## config.mk

```make
export PLATFORM = sky130hd
export DESIGN_NAME = branch_predictor
export DESIGN_NICKNAME = d
export VERILOG_FILES = /design/src/rtl/core_pkg.sv /design/src/rtl/bpu_pkg.sv /design/src/rtl/branch_predictor.sv /design/src/rtl/branch_target_buffer.sv /design/src/rtl/next_pc_select.sv /design/src/rtl/predictor_unit.sv
export VERILOG_INCLUDE_DIRS = /design/src /design/src/rtl
export SDC_FILE = /design/constraint.sdc
export NUM_CORES = 1
export LEC_CHECK = 0
export CAP_MARGIN = 20
export CORE_MARGIN = 2
export CORE_UTILIZATION = 59
export DETAILED_ROUTE_END_ITERATION = 12
export DONT_BUFFER_PORTS = 1
export HOLD_SLACK_MARGIN = 0.12
export PLACE_DENSITY = 0.79
export REMOVE_ABC_BUFFERS = 1
export SLEW_MARGIN = 20
export SYNTH_ARGS = -nofsm -noshare
export SYNTH_HDL_FRONTEND = slang
export SYNTH_SLANG_ARGS = --single-unit
```

## constraint.sdc

```tcl
create_clock -name clk_i -period 7.8 [get_ports clk_i]
set_clock_uncertainty 0.1 [all_clocks]
set_input_delay 1.17 -clock clk_i [delete_from_list [all_inputs] [get_ports clk_i]]
set_output_delay 1.17 -clock clk_i [all_outputs]
set_load 0.01 [all_outputs]
```

## src/rtl/bpu_settings.svh

```systemverilog
// -------------------------------------------------------------------------
// Sizing of the branch prediction tables
// Both depths must be powers of two
// -------------------------------------------------------------------------

`ifndef BPU_SETTINGS_SVH
`define BPU_SETTINGS_SVH

// Number of lines in the direct-mapped branch target buffer
`define BRANCH_TARGET_BUFFER_DEPTH 16

// Number of two-bit counters in the direction table
`define BRANCH_PREDICTOR_DEPTH 32

// Byte distance between consecutive instructions
`define INSTR_BYTES 4

`endif

```

## src/rtl/core_pkg.sv

```systemverilog
// -------------------------------------------------------------------------
// Word types of a 32-bit in-order core that fetch, decode and execute share
// Program counters and branch targets are full byte addresses in this type
// -------------------------------------------------------------------------

package core_pkg;

    // ---------------------------------------------------------------------
    // Datapath width
    // ---------------------------------------------------------------------

    // Width of every architectural register and of the program counter
    localparam int XLEN = 32;

    // ---------------------------------------------------------------------
    // Word types
    // ---------------------------------------------------------------------

    // One machine word
    // Used for program counters, branch targets and operand values alike
    typedef logic [XLEN-1:0] data_word_t;

endpackage : core_pkg

```

## src/rtl/bpu_pkg.sv

```systemverilog
// -------------------------------------------------------------------------
// Types exchanged between the branch prediction stages and execute
// Field widths follow the depths in bpu_settings.svh, which must be
// powers of two; the low address bits below the instruction step are unused
// -------------------------------------------------------------------------

`include "bpu_settings.svh"

package bpu_pkg;

    // ---------------------------------------------------------------------
    // Address slicing
    // ---------------------------------------------------------------------

    // Program counter bits that are always zero for aligned instructions
    localparam int PC_OFFSET_W = $clog2(`INSTR_BYTES);

    // Index and tag split of the program counter for the target buffer
    localparam int BTB_INDEX_W = $clog2(`BRANCH_TARGET_BUFFER_DEPTH);
    localparam int BTB_TAG_W   = core_pkg::XLEN - BTB_INDEX_W - PC_OFFSET_W;

    // The counter table takes its index from the same low pc bits
    localparam int PRED_INDEX_W = $clog2(`BRANCH_PREDICTOR_DEPTH);

    // Distance to the sequential successor of an instruction
    localparam core_pkg::data_word_t INSTR_STEP = `INSTR_BYTES;

    // ---------------------------------------------------------------------
    // Two-bit saturating counter encodings
    // ---------------------------------------------------------------------

    typedef enum logic [1:0] {
        STRONG_NOT_TAKEN = 2'b00,
        WEAK_NOT_TAKEN   = 2'b01,
        WEAK_TAKEN       = 2'b10,
        STRONG_TAKEN     = 2'b11
    } sat_counter_t;

    // ---------------------------------------------------------------------
    // Stage payloads
    // ---------------------------------------------------------------------

    // One target buffer line
    typedef struct packed {
        logic                 valid;
        logic [BTB_TAG_W-1:0] tag;
        core_pkg::data_word_t target;
        logic                 is_jump;
    } btb_entry_t;

    // Result of the target buffer lookup that stage 1 hands to stage 2
    typedef struct packed {
        core_pkg::data_word_t pc;
        logic                 hit;
        core_pkg::data_word_t target;
        logic                 is_jump;
    } btb_lookup_t;

    // Final prediction for one program counter
    typedef struct packed {
        core_pkg::data_word_t pc;
        logic                 hit;
        logic                 taken;
        core_pkg::data_word_t target;
    } prediction_t;

    // Outcome of one executed control instruction
    // It echoes the prediction fetch made, so no history is kept here
    typedef struct packed {
        logic                 executed;
        core_pkg::data_word_t pc;
        core_pkg::data_word_t target;
        logic                 taken;
        logic                 is_branch;
        logic                 is_jump;
        logic                 pred_taken;
        core_pkg::data_word_t pred_target;
    } resolve_t;

endpackage : bpu_pkg

```

## src/rtl/branch_predictor.sv

```systemverilog
// -------------------------------------------------------------------------
// Fetch-side branch prediction unit built from three pipeline stages
// prediction_o refers to the pc presented two cycles earlier; next_pc_o is
// combinational from it and from a pending misprediction redirect
// -------------------------------------------------------------------------

`timescale 1ns/1ps

module branch_predictor (
    input  logic                 clk_i,
    input  logic                 reset_i,
    input  core_pkg::data_word_t program_counter_i,
    input  bpu_pkg::resolve_t    resolve_i,
    output bpu_pkg::prediction_t prediction_o,
    output core_pkg::data_word_t next_pc_o,
    output logic                 mispredicted_o
);

    import bpu_pkg::*;

    // Stage 1 result, registered inside the target buffer
    btb_lookup_t btb_lookup;

    // Stage 2 result, also visible at the top
    prediction_t prediction;

    // ---------------------------------------------------------------------
    // Stage 1 target lookup
    // ---------------------------------------------------------------------

    branch_target_buffer btb_unit (
        .clk_i             ( clk_i             ),
        .reset_i           ( reset_i           ),
        .program_counter_i ( program_counter_i ),
        .resolve_i         ( resolve_i         ),
        .lookup_o          ( btb_lookup        )
    );

    // ---------------------------------------------------------------------
    // Stage 2 direction
    // ---------------------------------------------------------------------

    predictor_unit direction_unit (
        .clk_i        ( clk_i      ),
        .reset_i      ( reset_i    ),
        .lookup_i     ( btb_lookup ),
        .resolve_i    ( resolve_i  ),
        .prediction_o ( prediction )
    );

    // ---------------------------------------------------------------------
    // Stage 3 next address and redirect
    // ---------------------------------------------------------------------

    next_pc_select next_pc_unit (
        .clk_i          ( clk_i          ),
        .reset_i        ( reset_i        ),
        .prediction_i   ( prediction     ),
        .resolve_i      ( resolve_i      ),
        .next_pc_o      ( next_pc_o      ),
        .mispredicted_o ( mispredicted_o )
    );

    assign prediction_o = prediction;

endmodule : branch_predictor

```

## src/rtl/branch_target_buffer.sv

```systemverilog
// -------------------------------------------------------------------------
// Stage 1 is a direct-mapped branch target buffer with a registered lookup
// Only jumps and taken branches allocate; a resolve and a lookup in the
// same cycle see the table contents from before the write
// -------------------------------------------------------------------------

`timescale 1ns/1ps

`include "bpu_settings.svh"

module branch_target_buffer (
    input  logic                 clk_i,
    input  logic                 reset_i,
    input  core_pkg::data_word_t program_counter_i,
    input  bpu_pkg::resolve_t    resolve_i,
    output bpu_pkg::btb_lookup_t lookup_o
);

    import core_pkg::*;
    import bpu_pkg::*;

    // ---------------------------------------------------------------------
    // Storage
    // ---------------------------------------------------------------------

    btb_entry_t btb_table [`BRANCH_TARGET_BUFFER_DEPTH];

    // Read side
    logic [BTB_INDEX_W-1:0] lookup_index;
    logic [BTB_TAG_W-1:0]   lookup_tag;
    btb_entry_t             lookup_entry;
    logic                   lookup_hit;

    // Write side
    logic [BTB_INDEX_W-1:0] write_index;
    logic [BTB_TAG_W-1:0]   write_tag;
    logic                   write_en;

    // Registered lookup result
    logic       hit_q;
    logic       is_jump_q;
    data_word_t pc_q;
    data_word_t target_q;

    // ---------------------------------------------------------------------
    // Lookup
    // ---------------------------------------------------------------------

    // The index sits right above the always-zero offset bits
    assign lookup_index = program_counter_i[PC_OFFSET_W +: BTB_INDEX_W];
    // Everything above the index is kept as tag
    assign lookup_tag   = program_counter_i[XLEN-1 -: BTB_TAG_W];
    assign lookup_entry = btb_table[lookup_index];

    // A line from another pc with the same index must not hit
    assign lookup_hit = lookup_entry.valid && (lookup_entry.tag == lookup_tag);

    // ---------------------------------------------------------------------
    // Allocation
    // ---------------------------------------------------------------------

    assign write_index = resolve_i.pc[PC_OFFSET_W +: BTB_INDEX_W];
    assign write_tag   = resolve_i.pc[XLEN-1 -: BTB_TAG_W];

    // Not-taken branches never allocate, so a miss keeps meaning not taken
    assign write_en = resolve_i.executed &&
                      (resolve_i.is_jump || (resolve_i.is_branch && resolve_i.taken));

    always_ff @(posedge clk_i) begin
        if (reset_i) begin
            // Reset invalidates every line
            for (int i = 0; i < `BRANCH_TARGET_BUFFER_DEPTH; i++) begin
                btb_table[i].valid <= 1'b0;
            end
        end else if (write_en) begin
            // A line with the same index is simply overwritten
            btb_table[write_index].valid   <= 1'b1;
            btb_table[write_index].tag     <= write_tag;
            btb_table[write_index].target  <= resolve_i.target;
            btb_table[write_index].is_jump <= resolve_i.is_jump;
        end
    end

    // ---------------------------------------------------------------------
    // Output register
    // ---------------------------------------------------------------------

    // Hit and jump flag of the registered lookup, both steering stage 2
    always_ff @(posedge clk_i) begin
        if (reset_i) begin
            hit_q     <= 1'b0;
            is_jump_q <= 1'b0;
        end else begin
            hit_q     <= lookup_hit;
            is_jump_q <= lookup_hit && lookup_entry.is_jump;
        end
    end

    // Pc and stored target of the registered lookup
    always_ff @(posedge clk_i) begin
        pc_q     <= program_counter_i;
        target_q <= lookup_entry.target;
    end

    assign lookup_o = '{
        pc:      pc_q,
        hit:     hit_q,
        target:  target_q,
        is_jump: is_jump_q
    };

endmodule : branch_target_buffer

```

## src/rtl/next_pc_select.sv

```systemverilog
// -------------------------------------------------------------------------
// Stage 3 forms the next fetch address and checks for mispredictions
// The misprediction pulse and its redirect follow the resolve by one cycle
// and take priority over the predicted address in that cycle
// -------------------------------------------------------------------------

`timescale 1ns/1ps

module next_pc_select (
    input  logic                 clk_i,
    input  logic                 reset_i,
    input  bpu_pkg::prediction_t prediction_i,
    input  bpu_pkg::resolve_t    resolve_i,
    output core_pkg::data_word_t next_pc_o,
    output logic                 mispredicted_o
);

    import core_pkg::*;
    import bpu_pkg::*;

    logic       direction_wrong;
    logic       target_wrong;
    logic       mispredict;
    data_word_t redirect_pc;
    data_word_t predicted_pc;

    logic       mispredicted_q;
    data_word_t redirect_q;

    // ---------------------------------------------------------------------
    // Misprediction detection
    // ---------------------------------------------------------------------

    // Fetch went the wrong way
    assign direction_wrong = resolve_i.pred_taken != resolve_i.taken;

    // Direction was right but fetch jumped to a stale or aliased target
    assign target_wrong = resolve_i.pred_taken && resolve_i.taken &&
                          (resolve_i.pred_target != resolve_i.target);

    assign mispredict = resolve_i.executed && (direction_wrong || target_wrong);

    // Where fetch must restart after a misprediction
    assign redirect_pc = resolve_i.taken ? resolve_i.target
                                         : resolve_i.pc + INSTR_STEP;

    // The flag is a single pulse, since executed is a one-cycle strobe
    always_ff @(posedge clk_i) begin
        if (reset_i) begin
            mispredicted_q <= 1'b0;
        end else begin
            mispredicted_q <= mispredict;
        end
    end

    // Restart address captured in the same cycle as the flag
    always_ff @(posedge clk_i) begin
        redirect_q <= redirect_pc;
    end

    // ---------------------------------------------------------------------
    // Next fetch address
    // ---------------------------------------------------------------------

    // Predicted target when taken, otherwise the sequential successor
    assign predicted_pc = prediction_i.taken ? prediction_i.target
                                             : prediction_i.pc + INSTR_STEP;

    // A pending redirect wins over whatever the predictor offers
    assign next_pc_o      = mispredicted_q ? redirect_q : predicted_pc;
    assign mispredicted_o = mispredicted_q;

endmodule : next_pc_select

```

## src/rtl/predictor_unit.sv

```systemverilog
// -------------------------------------------------------------------------
// Stage 2 is a table of two-bit saturating counters indexed by pc
// Counters only move on resolved branches; jumps are taken on any hit
// -------------------------------------------------------------------------

`timescale 1ns/1ps

`include "bpu_settings.svh"

module predictor_unit (
    input  logic                 clk_i,
    input  logic                 reset_i,
    input  bpu_pkg::btb_lookup_t lookup_i,
    input  bpu_pkg::resolve_t    resolve_i,
    output bpu_pkg::prediction_t prediction_o
);

    import core_pkg::*;
    import bpu_pkg::*;

    sat_counter_t counter_table [`BRANCH_PREDICTOR_DEPTH];

    logic [PRED_INDEX_W-1:0] read_index;
    logic [PRED_INDEX_W-1:0] update_index;
    sat_counter_t            read_counter;
    sat_counter_t            update_counter;
    sat_counter_t            next_counter;
    logic                    update_en;
    logic                    predict_taken;

    logic       hit_q;
    logic       taken_q;
    data_word_t pc_q;
    data_word_t target_q;

    // ---------------------------------------------------------------------
    // Counter read and direction decision
    // ---------------------------------------------------------------------

    // Indexing by pc gives every branch in range its own counter
    assign read_index   = lookup_i.pc[PC_OFFSET_W +: PRED_INDEX_W];
    assign read_counter = counter_table[read_index];

    // A miss never predicts taken, whatever the counter says
    assign predict_taken = lookup_i.hit &&
                           (lookup_i.is_jump || (read_counter >= WEAK_TAKEN));

    // ---------------------------------------------------------------------
    // Counter update
    // ---------------------------------------------------------------------

    assign update_index   = resolve_i.pc[PC_OFFSET_W +: PRED_INDEX_W];
    assign update_counter = counter_table[update_index];
    assign update_en      = resolve_i.executed && resolve_i.is_branch;

    // Step one state toward the outcome and stick at either end
    always_comb begin
        next_counter = update_counter;
        if (resolve_i.taken && (update_counter != STRONG_TAKEN)) begin
            next_counter = sat_counter_t'(update_counter + 2'd1);
        end else if (!resolve_i.taken && (update_counter != STRONG_NOT_TAKEN)) begin
            next_counter = sat_counter_t'(update_counter - 2'd1);
        end
    end

    always_ff @(posedge clk_i) begin
        if (reset_i) begin
            for (int i = 0; i < `BRANCH_PREDICTOR_DEPTH; i++) begin
                counter_table[i] <= WEAK_NOT_TAKEN;
            end
        end else if (update_en) begin
            counter_table[update_index] <= next_counter;
        end
    end

    // ---------------------------------------------------------------------
    // Prediction register
    // ---------------------------------------------------------------------

    always_ff @(posedge clk_i) begin
        if (reset_i) begin
            hit_q   <= 1'b0;
            taken_q <= 1'b0;
        end else begin
            hit_q   <= lookup_i.hit;
            taken_q <= predict_taken;
        end
    end

    always_ff @(posedge clk_i) begin
        pc_q     <= lookup_i.pc;
        target_q <= lookup_i.target;
    end

    assign prediction_o = '{
        pc:     pc_q,
        hit:    hit_q,
        taken:  taken_q,
        target: target_q
    };

endmodule : predictor_unit

```

# After elaboration in Yosys (flattened, before gate mapping)
# Memory sizes are Yosys's and may differ from the RTL's. A register that Yosys moved wholly into a read port is not among the register bits.
# Cells that the tools add are included.
# totals
ff_bits	165
latchBits	0
ram_bits	1024
romBits	0
input_bits	135
out_inout_bits	99
wordCells	58
mem_count	2
# memory_table
memory	words	width	read_ports	rd_ports_with_merged_regs	write_ports	line_no	source
btb_unit.btb_table	16	60	1	0	16	branch_target_buffer.sv:26	btb_entry_t btb_table [`BRANCH_TARGET_BUFFER_DEPTH];
direction_unit.counter_table	32	2	2	1	32	predictor_unit.sv:21	sat_counter_t counter_table [`BRANCH_PREDICTOR_DEPTH];
# op_classes
add_sub_neg	4
multipliers	0
n_div	0
order_cmp	1
n_eq_ne	4
shift	0
mux	19
n_bitwise	0
reduce_logical	18
# op_table
operator	count
2-to-1 mux 32 bit	3
adder 32 x 3 -> 32 bit (second input constant)	2
2-to-1 mux 60 bit	1
OR reduction 60 bit	1
inequality test 32 bit	1
equality test 26 bit	1
logical AND 1 bit	11
2-to-1 mux 1 bit	9
2-to-1 mux 2 bit	4
2-to-1 mux 5 bit	1
2-to-1 mux 4 bit	1
logical OR 1 bit	3
adder 2 x 1 -> 2 bit (second input constant)	1
>= comparator 2 bit (second input constant)	1
inequality test 2 bit (second input constant)	1
nonzero test 2 bit	1
OR reduction 2 bit	1
subtractor 2 x 1 -> 2 bit (second input constant)	1
zero test 1 bit	1
inequality test 1 bit	1

# Longest topological paths before layout
# depth
depth_word	8
depth_mapped	12
mapped_depth_nobuf	9

# Cells and area by module
# A second synthesis with hierarchy kept.
# hier_totals
hier_cells	2492
hier_area_um2	46609.7
# modules_own_cells
mod	n_inst	cells_per_inst	area_per_inst_um2	seq_area_each_um2
branch_target_buffer	1	1673	38479.4	29988.8
predictor_unit	1	399	5033.6	3243.1
next_pc_select	1	420	3096.7	660.6

# Worst setup path after synthesis
# No wires, ideal clock.
# synth_timing
kind	input port to flip-flop
start	input port resolve_i[72] in the netlist's numbering
end	memory btb_unit.btb_table[15][0] in the netlist's numbering (enable)
setup_ns	0.551
arrival_time_ns	6.334
required_ns	7.149
path_slack_ns	0.815
cell_stages	6
n_path_buf	3
path_cell_list	clkbuf_1 clkbuf_1 and2_1 clkbuf_1 nand2_1 nor3_1
# synth_lines
element	line_no	source
from (decl)	branch_predictor.sv:13	input bpu_pkg::resolve_t resolve_i,
to (decl)	branch_target_buffer.sv:26	

# Worst setup path after layout
# layout_timing
start	register direction_unit.pc_q[4]
end	output port next_pc_o[29]
# layout_between
elab_chain_cells	3
# layout_rtl
element	line_no	source
from (decl)	predictor_unit.sv:33	data_word_t pc_q;
from (signal assigned)	predictor_unit.sv:91	pc_q <= lookup_i.pc;
adder 32 x 3 -> 32 bit	next_pc_select.sv:67	: prediction_i.pc + INSTR_STEP;
2-to-1 mux 32 bit	next_pc_select.sv:66	assign predicted_pc = prediction_i.taken ? prediction_i.target
2-to-1 mux 32 bit	next_pc_select.sv:70	assign next_pc_o = mispredicted_q ? redirect_q : predicted_pc;
to (decl)	branch_predictor.sv:15	output core_pkg::data_word_t next_pc_o,
# No other way between the ends.

==> results by group <==
Status
  • Status: complete, no violations

GRT
  • First-pass GRT wire length: 171 mm
  • Largest net degree at the start of global routing: 248
  • Grt total ovfl: 0
  • GR met2 Demand/Resource: 46.7%
  • Tot GR Track Use: 29.6%
  • Antenna violations before repair: 5
  • Met1 GRT Util: 39.5%
  • GR Util met3: 8.27%
  • Vias in the first global route: 24500
  • Busiest grt layer: met2

Cells and area
  • Share of cells above drive strength 1: 20.4%
  • Syn-to-layout area delta: 10.5%
  • Final net count: 2617

Power
  • Max VDD drop: 0.000201 V
  • Int Pwr: 10.6 mW
  • Switching power: 2.76 mW
  • Comb pwr share: 4.0%
  • Power per cell area: 261 nW/µm²
  • Leakage: 16.6 nW
  • Clock Power Share: 42.9%
  • Sw Share: 20.6%
  • Flop pwr share: 53.1%

Clocking
  • Worst-Skew Late Latency: 0.69 ns
  • Htree depth: 3
  • Setup Buffers After CTS: 0
  • Root buf cell: clkbuf_16
  • Clk sink count: 1189
  • TritonCTS clock tree: yes
  • Cts bufs inserted: 113
  • Reg clk slew, reported paths: 0.06 ns
  • Number of cells upsized or downsized after cts: 0
  • Hold Buf Count CTS: 0
  • Maximum clock insertion buffer count: 3

Route
  • Drt initial violations: 3650
  • ANT nets after route: 0
  • DR pass1 iterations: 7
  • Via count of the routed design: 24400
  • Via/cell ratio: 6.75
  • DR WL/cell: 33.0 µm
  • DRC: 0
  • Drt total wl: 119 mm

Placed design
  • GPL Wtd Cong: 0.931
  • Port Buffers: 0
  • Hpwl dp: 68.9 mm

Setup path
  • Worst reg2reg startpoint: direction_unit.counter_table[29][1]$_SDFFCE_PN0P_
  • Setup crit end kind: output port
  • Reg2reg setup slack: 3.91 ns
  • Worst R2R Path Depth: 8
  • Top delay family on crit path: simple AND/OR/NAND/NOR gates
  • Required @ worst endpoint: 6.53 ns
  • Arr. time, crit path: 3.75 ns
  • Critical-path top delay cell: o21ai_0
  • Worst stage delay on the critical path: 0.87 ns
  • CP Max Fanout: 7
  • CP dominant cell by count: and4_1
  • Cell Chain, Critical Path: and4_1 -> and4_1 -> nand4_1 -> nor3_1 -> xor2_1 -> mux2i_1 -> o21ai_0
  • Critical setup path kind: flip-flop to output port
  • CP Buf/Inv Count: 0
  • Startpoint types: flip-flop
  • Reg2reg end: direction_unit.counter_table[30][0]$_SDFFCE_PN1P_

Synth
  • Ys Warns: 0
  • Most common cell in the netlist: edfxtp_1
  • Syn Std Cell Area: 46400 µm²
  • Post-synth top area cell: edfxtp_1
  • Area contributors post-synth: edfxtp_1 65%, mux4_2 12%, dfxtp_1 7.8%, mux2i_1 2.1%, xnor2_1 1.4%
  • Commonest cells post-synth: 1008 x edfxtp_1, 252 x mux4_2, 181 x dfxtp_1
  • Average size of a mapped cell: 18.8 µm²
  • Yosys cell types: 63
  • Synthesized flop and latch total: 1189
  • Top cell type's share of synthesized area: 65.2%
  • Post-synth ARST share: 0%
  • Post-synthesis sequential area ratio: 73.0%
  • Post-synthesis instance total: 2466
  • Number of flops mapped to enable cells by yosys: 1008
  • Main synth FF type: edfxtp_1

STA
  • Unrepaired setup endpoints after global routing: false
  • Worst slew pin tran: 1.16 ns
  • Slew Limit Fails: 0
  • Final Cycle Share: 64.4%
  • Final Hold Fails: 0
  • # setup viols final: 0
  • Post-Route Setup TNS: 0 ns
  • Slew headroom: 22.2%
  • Minimum clock period: 5.02 ns
  • WHS: 0.208 ns
  • Peak Freq: 199 MHz

Die
  • I/O Pins: 234
  • Placeable Area: 77700 µm²
  • Die height: 284 µm
  • Die Wd: 284 µm
  • Row cnt: 102
  • Initial Util: 59.7%
  • Full die area: 80900 µm²

Flow run
  • Maximum Capacitance Violations: 0

Worst hold path
  • Hold endpoint: direction_unit.pc_q[24]$_DFF_P_
  • Hold path depth: 0
  • Hold Startpoint: btb_unit.pc_q[24]$_DFF_P_
  • Min-delay worst type: flip-flop to flip-flop
-- power groups by stage --
stage          Combinational (mW)  Sequential [mW]  Clock, mW
2_1_floorplan               0.373             7.19          0
3_3_place_gp                0.506             7.23          0
3_5_place_dp                0.514             7.23          0
4_1_cts                     0.522             7.10       5.77
5_1_grt                     0.550             7.11       6.02
6_report                    0.529             7.10       5.74
-- sequential cells by signal (all words and copies together), names as in the netlist --
signal / flops
direction_unit.pc_q: 32
direction_unit.taken_q: 1
next_pc_unit.mispredicted_o: 1
btb_unit.pc_q: 32
btb_unit.is_jump_q: 1
direction_unit.target_q: 32
btb_unit.btb_table: 960
btb_unit.hit_q: 1
btb_unit.target_q: 32
next_pc_unit.redirect_q: 32
direction_unit.counter_table: 64
direction_unit.hit_q: 1
-- through the flow --
step	utilization [%]	area, µm²	setup WS [ns]	std cells	power (mW)
after global placement	60.9	47300	3.36	3398	7.73
after floorplan	-	45700	1.27	2333	7.57
after detailed placement	60.9	47300	3.28	3398	7.75
after CTS	65.9	51200	2.87	3612	13.4
after global routing	66.0	51300	2.70	3613	13.7
final	66.0	51300	2.78	3615	13.4
-- per-layer routing --
metal	vias up	wire, µm
met2	1711	56800
met4	0	4870
met5	-	0
met3	258	15400
met1	12500	42100
li1	9896	-
-- cells in the final DEF (no fill, tap or decap), types with 11 or more instances in the layout --
cell type	synthesis	layout
a22oi_1	13	13
mux4_1	15	15
o21ai_0	79	79
clkinv_2	0	27
nand2_1	137	137
and3_1	11	11
xnor2_1	73	73
clkbuf_16	0	120
nor2_4	0	15
nor4_1	11	11
nand4_1	28	28
a21o_1	17	17
nand3_1	31	31
nor3_1	37	36
mux2i_1	98	98
inv_1	23	23
xor2_1	40	40
nor2_1	80	65
edfxtp_1	1008	1008
mux2_2	27	27
dfxtp_1	181	179
clkbuf_1	49	18
bufinv_16	0	12
o22ai_1	19	19
buf_4	22	22
mux4_2	252	252
clkbuf_8	0	14
a21oi_1	33	33
-- cells by family (layout without fill, tap and decap cells) --
| logic type | count (synthesis) | count (layout) | share of synthesized area (%) |
|---|---|---|---|
| compound gates | 220 | 220 | 3.03 |
| xor+xnor | 114 | 114 | 2.19 |
| fa+ha+maj | 8 | 8 | 0.216 |
| buf+inv | 159 | 266 | 1.79 |
| flops | 1189 | 1189 | 73.0 |
| mux | 393 | 393 | 15.9 |
| other cells | 0 | 2 | 0 |
| simple gates | 383 | 383 | 3.86 |
-- worst max-delay path by stage --
stage	from	endpoint	slack, ns	cells after the start
floorplan	reset_i	btb_unit.btb_table[15][0]$_DFFE_PP_	1.27	3
global placement	resolve_i[70]	direction_unit.counter_table[12][1]$_SDFFCE_PN0P_	3.36	10
global route	direction_unit.pc_q[4]$_DFF_P_	next_pc_o[29]	2.70	7
CTS	direction_unit.pc_q[4]$_DFF_P_	next_pc_o[31]	2.87	7
detailed placement	resolve_i[70]	direction_unit.counter_table[30][0]$_SDFFCE_PN1P_	3.28	8
finish	direction_unit.pc_q[4]$_DFF_P_	next_pc_o[29]	2.78	7
-- cell type report --
class                           instances  area, µm²
Sequential cell                      1189      33900
Inverter                               26       98.8
Tap cell                             1040       1300
Fill cell                            4831      26400
Clock buffer                          152       3260
Timing Repair Buffer                   26        226
Multi-Input combinational cell       1118      11800
Clock inverter                         62        684
Antenna cell                            2       5.00
Note: power is estimated with default switching activity, not from simulation.
